[config.mk]
export PLATFORM = sky130hd
export DESIGN_NAME = board_io_top
export DESIGN_NICKNAME = d
export VERILOG_FILES = /design/src/hw/board_pkg.sv /design/src/hw/ps2_key_decoder.sv /design/src/hw/uart_word_rx.sv /design/src/hw/interrupt_merger.sv /design/src/hw/board_io_top.sv
export SDC_FILE = /design/constraint.sdc
export NUM_CORES = 1
export LEC_CHECK = 0
export BUFFER_PORTS_ARGS = -buffer_cell sky130_fd_sc_hd__buf_4
export CAP_MARGIN = 10
export CORE_MARGIN = 5
export CORE_UTILIZATION = 33
export DETAILED_ROUTE_END_ITERATION = 10
export REMOVE_ABC_BUFFERS = 1
export SKIP_CTS_REPAIR_TIMING = 1
export SLEW_MARGIN = 0
export SYNTH_ARGS = -nofsm -noshare
export SYNTH_HDL_FRONTEND = slang
export SYNTH_SLANG_ARGS = --single-unit
[constraint.sdc]
create_clock -name sys_clk -period 2.35 [get_ports sys_clk]
set_clock_uncertainty 0.1 [all_clocks]
set_input_delay 0.705 -clock sys_clk [delete_from_list [all_inputs] [get_ports sys_clk]]
set_output_delay 0.705 -clock sys_clk [all_outputs]
set_load 0.02 [all_outputs]
[src/hw/board_pkg.sv]
`default_nettype none

package board_pkg;

    typedef logic [31:0] irq_code_t;
    typedef logic [23:0] board_word_t;
    typedef logic [7:0]  scan_code_t;
    // fire bit above a 2-bit direction
    typedef logic [2:0]  key_event_t;
    // active low with bit 6 as segment g
    typedef logic [6:0]  seg_t;

    // serial bit timing
    localparam int CLKS_PER_BIT = 16;
    localparam int BAUD_CNT_W   = $clog2(CLKS_PER_BIT);

    localparam scan_code_t SCAN_UP    = 8'h1D;
    localparam scan_code_t SCAN_DOWN  = 8'h1B;
    localparam scan_code_t SCAN_LEFT  = 8'h1C;
    localparam scan_code_t SCAN_RIGHT = 8'h23;
    localparam scan_code_t SCAN_FIRE  = 8'h29;
    localparam scan_code_t SCAN_BREAK = 8'hF0;

    // direction field of key_event_t
    localparam logic [1:0] DIR_UP    = 2'd0;
    localparam logic [1:0] DIR_DOWN  = 2'd1;
    localparam logic [1:0] DIR_LEFT  = 2'd2;
    localparam logic [1:0] DIR_RIGHT = 2'd3;

    localparam irq_code_t IRQ_LEFT  = 32'd102;
    localparam irq_code_t IRQ_UP    = 32'd103;
    localparam irq_code_t IRQ_DOWN  = 32'd104;
    localparam irq_code_t IRQ_RIGHT = 32'd105;
    localparam irq_code_t IRQ_FIRE  = 32'd106;

    // hex digits 0 to F
    localparam seg_t SEG_PATTERNS [16] = '{
        7'b1000000, 7'b1111001, 7'b0100100, 7'b0110000,
        7'b0011001, 7'b0010010, 7'b0000010, 7'b1111000,
        7'b0000000, 7'b0011000, 7'b0001000, 7'b0000011,
        7'b1000110, 7'b0100001, 7'b0000110, 7'b0001110
    };

    typedef enum logic [2:0] {
        PS2_IDLE,
        PS2_DATA,
        PS2_PARITY,
        PS2_STOP,
        PS2_DECODE
    } ps2_state_t;

    typedef enum logic [1:0] {
        UART_IDLE,
        UART_START,
        UART_DATA,
        UART_STOP
    } uart_state_t;

endpackage

`default_nettype wire

[src/hw/ps2_key_decoder.sv]
`default_nettype none

module ps2_key_decoder import board_pkg::*; (
    input  wire logic  sys_clk,
    input  wire logic  rst_n,
    input  wire logic  ps2_clk,
    input  wire logic  ps2_dat,
    output logic       key_valid,
    output key_event_t key_event
);

    logic       clk_meta, clk_sync, clk_prev;
    logic       dat_meta, dat_sync;
    logic       ps2_fall;
    ps2_state_t state;
    logic [2:0] bit_cnt;
    logic       break_seen;
    scan_code_t shift_reg;
    logic       parity_bit;
    logic       frame_ok;
    logic       known;
    key_event_t decoded;

    assign ps2_fall = clk_prev & ~clk_sync;
    // odd parity over data and parity bit
    assign frame_ok = ^{shift_reg, parity_bit};

    // make code to fire/direction
    always_comb begin
        known   = 1'b1;
        decoded = {1'b0, DIR_UP};
        case (shift_reg)
            SCAN_UP:    decoded = {1'b0, DIR_UP};
            SCAN_DOWN:  decoded = {1'b0, DIR_DOWN};
            SCAN_LEFT:  decoded = {1'b0, DIR_LEFT};
            SCAN_RIGHT: decoded = {1'b0, DIR_RIGHT};
            SCAN_FIRE:  decoded = {1'b1, DIR_UP};
            default:    known = 1'b0;
        endcase
    end

    always_ff @(posedge sys_clk) begin
        if (!rst_n) begin
            clk_meta   <= 1'b1;
            clk_sync   <= 1'b1;
            clk_prev   <= 1'b1;
            dat_meta   <= 1'b1;
            dat_sync   <= 1'b1;
            state      <= PS2_IDLE;
            bit_cnt    <= '0;
            break_seen <= 1'b0;
            key_valid  <= 1'b0;
        end else begin
            clk_meta  <= ps2_clk;
            clk_sync  <= clk_meta;
            clk_prev  <= clk_sync;
            dat_meta  <= ps2_dat;
            dat_sync  <= dat_meta;
            key_valid <= 1'b0;
            case (state)
                PS2_IDLE: begin
                    // start bit is a 0
                    if (ps2_fall && !dat_sync) begin
                        state   <= PS2_DATA;
                        bit_cnt <= '0;
                    end
                end
                PS2_DATA: begin
                    if (ps2_fall) begin
                        bit_cnt <= bit_cnt + 3'd1;
                        if (bit_cnt == 3'd7) begin
                            state <= PS2_PARITY;
                        end
                    end
                end
                PS2_PARITY: begin
                    if (ps2_fall) begin
                        state <= PS2_STOP;
                    end
                end
                PS2_STOP: begin
                    if (ps2_fall) begin
                        state <= (dat_sync && frame_ok) ? PS2_DECODE : PS2_IDLE;
                    end
                end
                PS2_DECODE: begin
                    state <= PS2_IDLE;
                    // byte after F0 is the released key
                    if (break_seen) begin
                        break_seen <= 1'b0;
                    end else if (shift_reg == SCAN_BREAK) begin
                        break_seen <= 1'b1;
                    end else begin
                        key_valid <= known;
                    end
                end
                default: state <= PS2_IDLE;
            endcase
        end
    end

    always_ff @(posedge sys_clk) begin
        // lsb first
        if (ps2_fall && state == PS2_DATA) begin
            shift_reg <= {dat_sync, shift_reg[7:1]};
        end
        if (ps2_fall && state == PS2_PARITY) begin
            parity_bit <= dat_sync;
        end
        if (state == PS2_DECODE) begin
            key_event <= decoded;
        end
    end

endmodule

`default_nettype wire

[src/hw/uart_word_rx.sv]
`default_nettype none

module uart_word_rx import board_pkg::*; (
    input  wire logic   sys_clk,
    input  wire logic   rst_n,
    input  wire logic   rxd,
    output logic        word_valid,
    output board_word_t word
);

    logic                  rxd_meta, rxd_sync;
    uart_state_t           state;
    logic [BAUD_CNT_W-1:0] baud_cnt;
    logic [2:0]            bit_cnt;
    logic [1:0]            byte_cnt;
    logic [7:0]            rx_byte;
    logic                  half_done;
    logic                  bit_done;
    logic                  stop_ok;

    assign half_done = baud_cnt == BAUD_CNT_W'(CLKS_PER_BIT / 2 - 1);
    assign bit_done  = baud_cnt == BAUD_CNT_W'(CLKS_PER_BIT - 1);
    assign stop_ok   = (state == UART_STOP) && bit_done && rxd_sync;

    always_ff @(posedge sys_clk) begin
        if (!rst_n) begin
            rxd_meta   <= 1'b1;
            rxd_sync   <= 1'b1;
            state      <= UART_IDLE;
            baud_cnt   <= '0;
            bit_cnt    <= '0;
            byte_cnt   <= '0;
            word_valid <= 1'b0;
        end else begin
            rxd_meta   <= rxd;
            rxd_sync   <= rxd_meta;
            word_valid <= 1'b0;
            case (state)
                UART_IDLE: begin
                    baud_cnt <= '0;
                    if (!rxd_sync) begin
                        state <= UART_START;
                    end
                end
                UART_START: begin
                    // glitch check at mid start bit
                    if (half_done) begin
                        baud_cnt <= '0;
                        bit_cnt  <= '0;
                        state    <= rxd_sync ? UART_IDLE : UART_DATA;
                    end else begin
                        baud_cnt <= baud_cnt + 1'b1;
                    end
                end
                UART_DATA: begin
                    if (bit_done) begin
                        baud_cnt <= '0;
                        bit_cnt  <= bit_cnt + 3'd1;
                        if (bit_cnt == 3'd7) begin
                            state <= UART_STOP;
                        end
                    end else begin
                        baud_cnt <= baud_cnt + 1'b1;
                    end
                end
                UART_STOP: begin
                    if (bit_done) begin
                        state <= UART_IDLE;
                        if (!rxd_sync) begin
                            // framing error drops the partial word
                            byte_cnt <= '0;
                        end else if (byte_cnt == 2'd2) begin
                            byte_cnt   <= '0;
                            word_valid <= 1'b1;
                        end else begin
                            byte_cnt <= byte_cnt + 2'd1;
                        end
                    end else begin
                        baud_cnt <= baud_cnt + 1'b1;
                    end
                end
                default: state <= UART_IDLE;
            endcase
        end
    end

    always_ff @(posedge sys_clk) begin
        if (state == UART_DATA && bit_done) begin
            rx_byte <= {rxd_sync, rx_byte[7:1]};
        end
        // first byte ends up in bits 7:0
        if (stop_ok) begin
            word <= {rx_byte, word[23:8]};
        end
    end

endmodule

`default_nettype wire

[src/hw/interrupt_merger.sv]
`default_nettype none

module interrupt_merger import board_pkg::*; (
    input  wire logic        sys_clk,
    input  wire logic        rst_n,
    input  wire logic        key_valid,
    input  wire key_event_t  key_event,
    input  wire logic        word_valid,
    input  wire board_word_t word,
    output logic             irq_valid,
    output irq_code_t        irq_code,
    output seg_t             hex0,
    output seg_t             hex1,
    output seg_t             hex2,
    output seg_t             hex3,
    output seg_t             hex4,
    output seg_t             hex5
);

    logic        pend_valid;
    key_event_t  pend_event;
    board_word_t disp_word;

    function automatic irq_code_t key_to_irq(input key_event_t ev);
        irq_code_t code;
        case (ev[1:0])
            DIR_UP:   code = IRQ_UP;
            DIR_DOWN: code = IRQ_DOWN;
            DIR_LEFT: code = IRQ_LEFT;
            default:  code = IRQ_RIGHT;
        endcase
        // fire wins over any direction
        if (ev[2]) begin
            code = IRQ_FIRE;
        end
        return code;
    endfunction

    always_ff @(posedge sys_clk) begin
        if (!rst_n) begin
            irq_valid  <= 1'b0;
            pend_valid <= 1'b0;
            disp_word  <= '0;
        end else begin
            irq_valid <= word_valid | pend_valid | key_valid;
            if (word_valid) begin
                disp_word <= word;
                // a colliding key waits one cycle
                if (key_valid) begin
                    pend_valid <= 1'b1;
                end
            end else if (pend_valid) begin
                pend_valid <= key_valid;
            end
        end
    end

    always_ff @(posedge sys_clk) begin
        if (word_valid) begin
            irq_code <= irq_code_t'(word);
            if (key_valid) begin
                pend_event <= key_event;
            end
        end else if (pend_valid) begin
            irq_code   <= key_to_irq(pend_event);
            pend_event <= key_event;
        end else if (key_valid) begin
            irq_code <= key_to_irq(key_event);
        end
    end

    // hex0 is the low nibble
    assign hex0 = SEG_PATTERNS[disp_word[3:0]];
    assign hex1 = SEG_PATTERNS[disp_word[7:4]];
    assign hex2 = SEG_PATTERNS[disp_word[11:8]];
    assign hex3 = SEG_PATTERNS[disp_word[15:12]];
    assign hex4 = SEG_PATTERNS[disp_word[19:16]];
    assign hex5 = SEG_PATTERNS[disp_word[23:20]];

endmodule

`default_nettype wire

[src/hw/board_io_top.sv]
`default_nettype none

module board_io_top import board_pkg::*; (
    input  wire logic sys_clk,
    input  wire logic rst_n,
    input  wire logic ps2_clk,
    input  wire logic ps2_dat,
    input  wire logic rxd,
    output logic      irq_valid,
    output irq_code_t irq_code,
    output seg_t      hex0,
    output seg_t      hex1,
    output seg_t      hex2,
    output seg_t      hex3,
    output seg_t      hex4,
    output seg_t      hex5
);

    logic        key_valid;
    key_event_t  key_event;
    logic        word_valid;
    board_word_t word;

    ps2_key_decoder u_ps2_key_decoder (
        .sys_clk   (sys_clk),
        .rst_n     (rst_n),
        .ps2_clk   (ps2_clk),
        .ps2_dat   (ps2_dat),
        .key_valid (key_valid),
        .key_event (key_event)
    );

    // link from the other board
    uart_word_rx u_uart_word_rx (
        .sys_clk    (sys_clk),
        .rst_n      (rst_n),
        .rxd        (rxd),
        .word_valid (word_valid),
        .word       (word)
    );

    interrupt_merger u_interrupt_merger (
        .sys_clk    (sys_clk),
        .rst_n      (rst_n),
        .key_valid  (key_valid),
        .key_event  (key_event),
        .word_valid (word_valid),
        .word       (word),
        .irq_valid  (irq_valid),
        .irq_code   (irq_code),
        .hex0       (hex0),
        .hex1       (hex1),
        .hex2       (hex2),
        .hex3       (hex3),
        .hex4       (hex4),
        .hex5       (hex5)
    );

endmodule

`default_nettype wire

==> impl_metrics.ini, run 1 <==
[route]
ant_nets = 0
drt-initial-drc-count = 215
drt_wl_total_um = 13600
wl_per_cell_um = 14.3
vias = 4643
via_per_inst = 4.87
dr.pass1.iters = 5
route.detailed.drc = 0

[power]
total_leakage_power_nw = 3.18
pwr_density_cell_mw_per_mm2 = 598
vdd_ir_drop_max_mv = 0.574

[clock_tree]
cts_sinks = 124
cts_buffers = 17
htreeDepth = 4
root_buffer = clkbuf_16
cts_tree = built
clk_latency_ps = 400
clk_path_buf_depth = 2
clk_pin_slew_ps = 50

[floorplanning]
initial_utilization_pct = 33.2
fp.dieH_um = 146
dieArea_mm2 = 0.0215
ios = 80
die_x_um = 146
core_mm2 = 0.0185
rows = 50

[cells_and_area]
drive_above_1_share_pct = 35.6
fillCellCount = 1671
final_cell_mix = buf_4 (97), edfxtp_1 (71), nor2_1 (60)
area_growth_pct = 35.9
final_common_cell = buf_4
final_cells = 953
seq_area_mm2 = 0.00324
antennaDiodeCount = 0
multi_input_area_mm2 = 0.00313
num-nets-final = 759
top_regs = u_interrupt_merger.disp_word (24), u_interrupt_merger.irq_code (24), u_uart_word_rx.word (24)

[sta]
setup_viol = 13
rsz0062_at_grt = yes
whs_ps = 302
fmax_mhz = 406
fin_crit_sh_pct = 105
hold_viol_final = 0
slew_viol_final = 0
tightest_slew_ps = 514
slew_headroom_pct = 65.3
finalWorstSetupSlack_ps = -114
fin_crit_ps = 2460

[placed_design]
dp_hpwl_um = 9050
port_buffers = 71
place.gp.congestion = 0.854
dp.cells = 900

[grt]
grt_max_degree = 30
grt_usage_pct = 11.6
grt_pass1_vias = 4420
gr-total-overflow = 0
antenna_found_initial = 0
grt_pass1_wl_um = 20900

[yosys]
ys_seq_elements = 124
synth_async_sr_flop_share_pct = 0
netlist_area_mm2 = 0.00615
ys_warn_count = 0
ys_seq_area_share_pct = 51.9
synth_flop_cell = edfxtp_1
yosysUniqueCellTypes = 61
syn_area_per_cell_um2 = 10.3
syn_inst = 599
synth-edff-count = 71

[worst_setup_path]
r2r_slack_ps = 330
startpoint_type = register
path_cells = inv_4 > ha_4 > nor2b_2 > or3b_4 > o31ai_2 > buf_4
critPathMaxFanout = 6
slowest_stage = dfxtp_4
required_ps = 1540
cp.arrival_ps = 1660
cp-end-kind = primary output
crit_type = register to primary output
r2r_cells = 6
cpPeakStageDelay_ps = 370

[hold_path]
min_delay_path_depth = 1
worstHoldPathType = register to register

[run_status]
violations = setup timing
status = complete, but fails checks

[job]
max_cap_violations = 0
==> stage by stage <==
stage               TNS, ps  utilization [%]  total power [W]  area, um2  setup slack, ps
global route          -2600             45.1          0.00516       8360             -188
finish                 -806             45.1          0.00499       8360             -114
detailed placement        0             37.8          0.00244       7000             81.5
CTS                   -6190             41.1          0.00506       7600             -355
floorplan                 0                -          0.00240       6000              169
global placement          0             37.8          0.00243       7000              140
==> worst paths after layout <==
path                                    from                 endpoint
max reg2reg          u_uart_word_rx.state[0]  u_uart_word_rx.state[0]
min reg2reg          u_uart_word_rx.rxd_meta  u_uart_word_rx.rxd_sync
max          u_interrupt_merger.disp_word[5]                  hex1[0]
min                  u_uart_word_rx.rxd_meta  u_uart_word_rx.rxd_sync
==> cells in the mapped netlist, types with 3 or more instances <==
cell type	number	share of area, %
or3b_2	5	0.71
clkbuf_1	16	0.98
buf_4	8	0.98
mux2i_1	11	1.8
nor3_1	5	0.41
nor3b_1	3	0.37
a21oi_1	41	3.3
o211ai_1	3	0.37
nand2b_1	19	1.9
dfxtp_1	53	17
a22o_1	5	0.71
nand3b_1	3	0.37
buf_2	7	0.57
o21ai_0	43	3.5
inv_1	30	1.8
nand3_1	9	0.73
nand4b_1	3	0.43
ha_1	48	9.8
nand2_1	52	3.2
nor2_1	66	4.0
xnor2_1	5	0.71
xor2_1	3	0.43
o22ai_1	3	0.31
nor2b_1	4	0.41
a31oi_1	11	1.1
nand4_1	4	0.41
a21boi_0	5	0.61
and2_1	20	2.0
a22oi_1	3	0.37
a32o_1	5	0.81
edfxtp_1	71	35
==> critical path, delay by kind of cell (launching register included) <==
| kind | cells | cell delay (ps) |
|---|---|---|
| DFF | 1 | 370 |
| AOI/OAI and AO/OA | 1 | 60 |
| adders and majority gates | 1 | 160 |
| buffers and inverters | 2 | 260 |
| and+or+nand+nor | 2 | 420 |
==> per-layer routing <==
metal  GRT usage (%)  wire length (um)  vias to the layer above
met5               0                 0                        -
li1                -                 -                     2316
met2            20.1              7140                      108
met3            3.94               638                       13
met1            14.0              5730                     2206
met4            2.59               142                        0
==> kinds of logic after synthesis <==
family / count (synthesis) / share of synthesized area [%]
AO/OA/AOI/OAI: 132 / 12.9
AND/OR/NAND/NOR: 209 / 17.2
other: 1 / 0.0610
XOR/XNOR: 9 / 1.51
multiplexers: 12 / 1.97
buffers and inverters: 64 / 4.66
adder cells (fa/ha/maj): 48 / 9.77
flip-flops: 124 / 51.9
==> report_power, final <==
part / total, W / internal [W] / switching [W]
clock network: 0.00261 / 0.00171 / 0.000900
registers: 0.00228 / 0.00227 / 0.00000776
logic: 0.000104 / 0.0000336 / 0.0000699
total: 0.00499 / 0.00401 / 0.000978
==> area by class of cell <==
class | count | share of cell area (%)
Tap cell | 234 | 3.50
Inverter | 31 | 1.92
Clock inverter | 9 | 1.32
Sequential cell | 124 | 38.8
Timing Repair Buffer | 114 | 11.1
Multi-Input combinational cell | 418 | 37.4
Clock buffer | 23 | 5.97
(Power assumes the default switching activity.)
==> inputs of run 2 (changes only) <==
PLACE_DENSITY = 0.58   (was not set)
SETUP_SLACK_MARGIN = 0.02   (was not set)
clock period = 2.1 ns   (was 2.35 ns; I/O delays follow)
==> run 2 against run 1 <==
  * The flow still finishes with violations (setup timing)
  * Flip-flop and latch count unchanged
  * Largest cell class is now multi-input combinational cells
  * Global-route usage grew 0.62 points
  * Highest routed layer unchanged
  * Critical endpoint is now hex5[4]
  * Sequential power is 12% higher
  * Clock-buffer cell count down 5
  * Routed wire length up 4.0%
  * Total power is 15% higher
==> impl_metrics.ini, run 2 (synthesis results as in run 1) <==
[sta]
hold_viol_final = 0
setup_viol = 42
tightest_slew_ps = 641
slew_viol_final = 0
fin_crit_ps = 2410
slew_headroom_pct = 56.7
finalWorstSetupSlack_ps = -305
fmax_mhz = 416
fin_crit_sh_pct = 115
rsz0062_at_grt = yes

[route]
ant_nets = 0
wl_per_cell_um = 14.8
wirelength_met1_um = 6130
wl_met3_um = 559
dr.pass1.iters = 4
drt-initial-drc-count = 222
route.detailed.drc = 0
top_layer = met4
vias = 4707
via_per_inst = 4.91
drt_wl_total_um = 14200
dr_wl_met2_um = 7350

[power]
pwr-share-seq_pct = 44.4
vdd_ir_drop_max_mv = 0.645
internal_power_w = 0.00460
pwr_density_cell_mw_per_mm2 = 657
pwr-share-clk_pct = 53.6
total_leakage_power_nw = 3.28
p_sw_w = 0.00114
combPwrFrac_pct = 2.0
power.share.switching_pct = 19.9

[worst_setup_path]
r2r_slack_ps = 200
slowest_stage = dfxtp_4
path_cells = inv_6 > ha_4 > buf_6 > nand2_4 > a21boi_2 > o21ai_1 > buf_4
cpPeakStageDelay_ps = 360
crit_type = register to primary output
crit_buf_inv = 3
cp.arrival_ps = 1680
critPathMaxFanout = 4
path_delay_family = buffers and inverters
startpoint_type = register
cp-end-kind = primary output
required_ps = 1370

[clock_tree]
clk_pin_slew_ps = 60
cts_tree = built
clk_latency_ps = 410
htreeDepth = 4
cts_sinks = 124
root_buffer = clkbuf_16
clk_path_buf_depth = 2
cts_buffers = 17

[cells_and_area]
fillCellCount = 1631
top_regs = u_interrupt_merger.disp_word (24), u_interrupt_merger.irq_code (24), u_uart_word_rx.word (24)
multi_input_area_mm2 = 0.00335
final_core_util_pct = 47.2
final_common_cell = buf_4
drive_above_1_share_pct = 39.2
area_growth_pct = 42.0
antennaDiodeCount = 0
final_cells = 959
final_cell_mix = buf_4 (81), edfxtp_1 (71), nor2_1 (51)
num-nets-final = 765
seq_area_mm2 = 0.00324

[grt]
gr-total-overflow = 0
antenna_found_initial = 0
grt_max_degree = 35
grt_pass1_wl_um = 21700
grt_usage_pct = 12.2
grt_pass1_vias = 4613

[floorplanning]
fp.dieH_um = 146
core_mm2 = 0.0185
die_x_um = 146
dieArea_mm2 = 0.0215
ios = 80
rows = 50
initial_utilization_pct = 33.2

[placed_design]
dp.cells = 920
place.gp.congestion = 0.850
port_buffers = 71
dp_hpwl_um = 9270

[job]
max_cap_violations = 0

[run_status]
status = complete, but fails checks
violations = setup timing

[hold_path]
worstHoldPathType = input pin to register
==> run 2: final cells by class <==
cell class,count,area share (%)
Multi-Input combinational cell,418,38.3
Sequential cell,124,37.1
Timing Repair Buffer,120,12.2
Clock buffer,18,5.03
Tap cell,234,3.35
Clock inverter,14,2.19
Inverter,31,1.79
==> run 2: through the flow <==
stage	setup TNS [ps]	setup WS [ps]	area [um2]	total power, W	hold slack (ps)
4_1_cts	-11780	-486	7800	0.00583	277
6_report	-6540	-305	8730	0.00574	300
2_1_floorplan	-6.44	-6.44	6000	0.00269	286
3_3_place_gp	0	7.12	7170	0.00272	292
3_5_place_dp	-76.3	-35.8	7170	0.00272	292
5_1_grt	-9730	-353	8730	0.00594	283
==> run 2: worst register-to-register path, cell delays in order, from the launching register on <==
cell     delay, ps
dfxtp_1        390
inv_1          100
ha_1           250
mux2_2         300
o22ai_1        350
a21o_1         210
o22ai_1         90
==> run 2: routing by layer <==
layer / GRT usage, % / up-vias
met5: 0 / -
met4: 4.23 / 0
met3: 3.97 / 17
met2: 21.0 / 94
met1: 14.4 / 2265
li1: - / 2331
==> run 2: final timing paths <==
check,start,endpoint,depth (start not counted)
worst max-delay path,u_interrupt_merger.disp_word[21],hex5[4],7
worst min-delay path,ps2_clk,u_ps2_key_decoder.clk_meta,2
worst min register to register,u_ps2_key_decoder.dat_meta,u_ps2_key_decoder.dat_sync,1
worst max register to register,register,u_uart_word_rx.baud_cnt[0],6
==> run 2: power by group through the flow <==
stage                     combinational, W  clock [W]  sequential (W)
after floorplan                  0.0000794          0         0.00261
after global placement            0.000107          0         0.00261
after detailed placement          0.000112          0         0.00261
after CTS                         0.000115    0.00315         0.00256
after global routing              0.000127    0.00327         0.00255
final                             0.000115    0.00307         0.00255
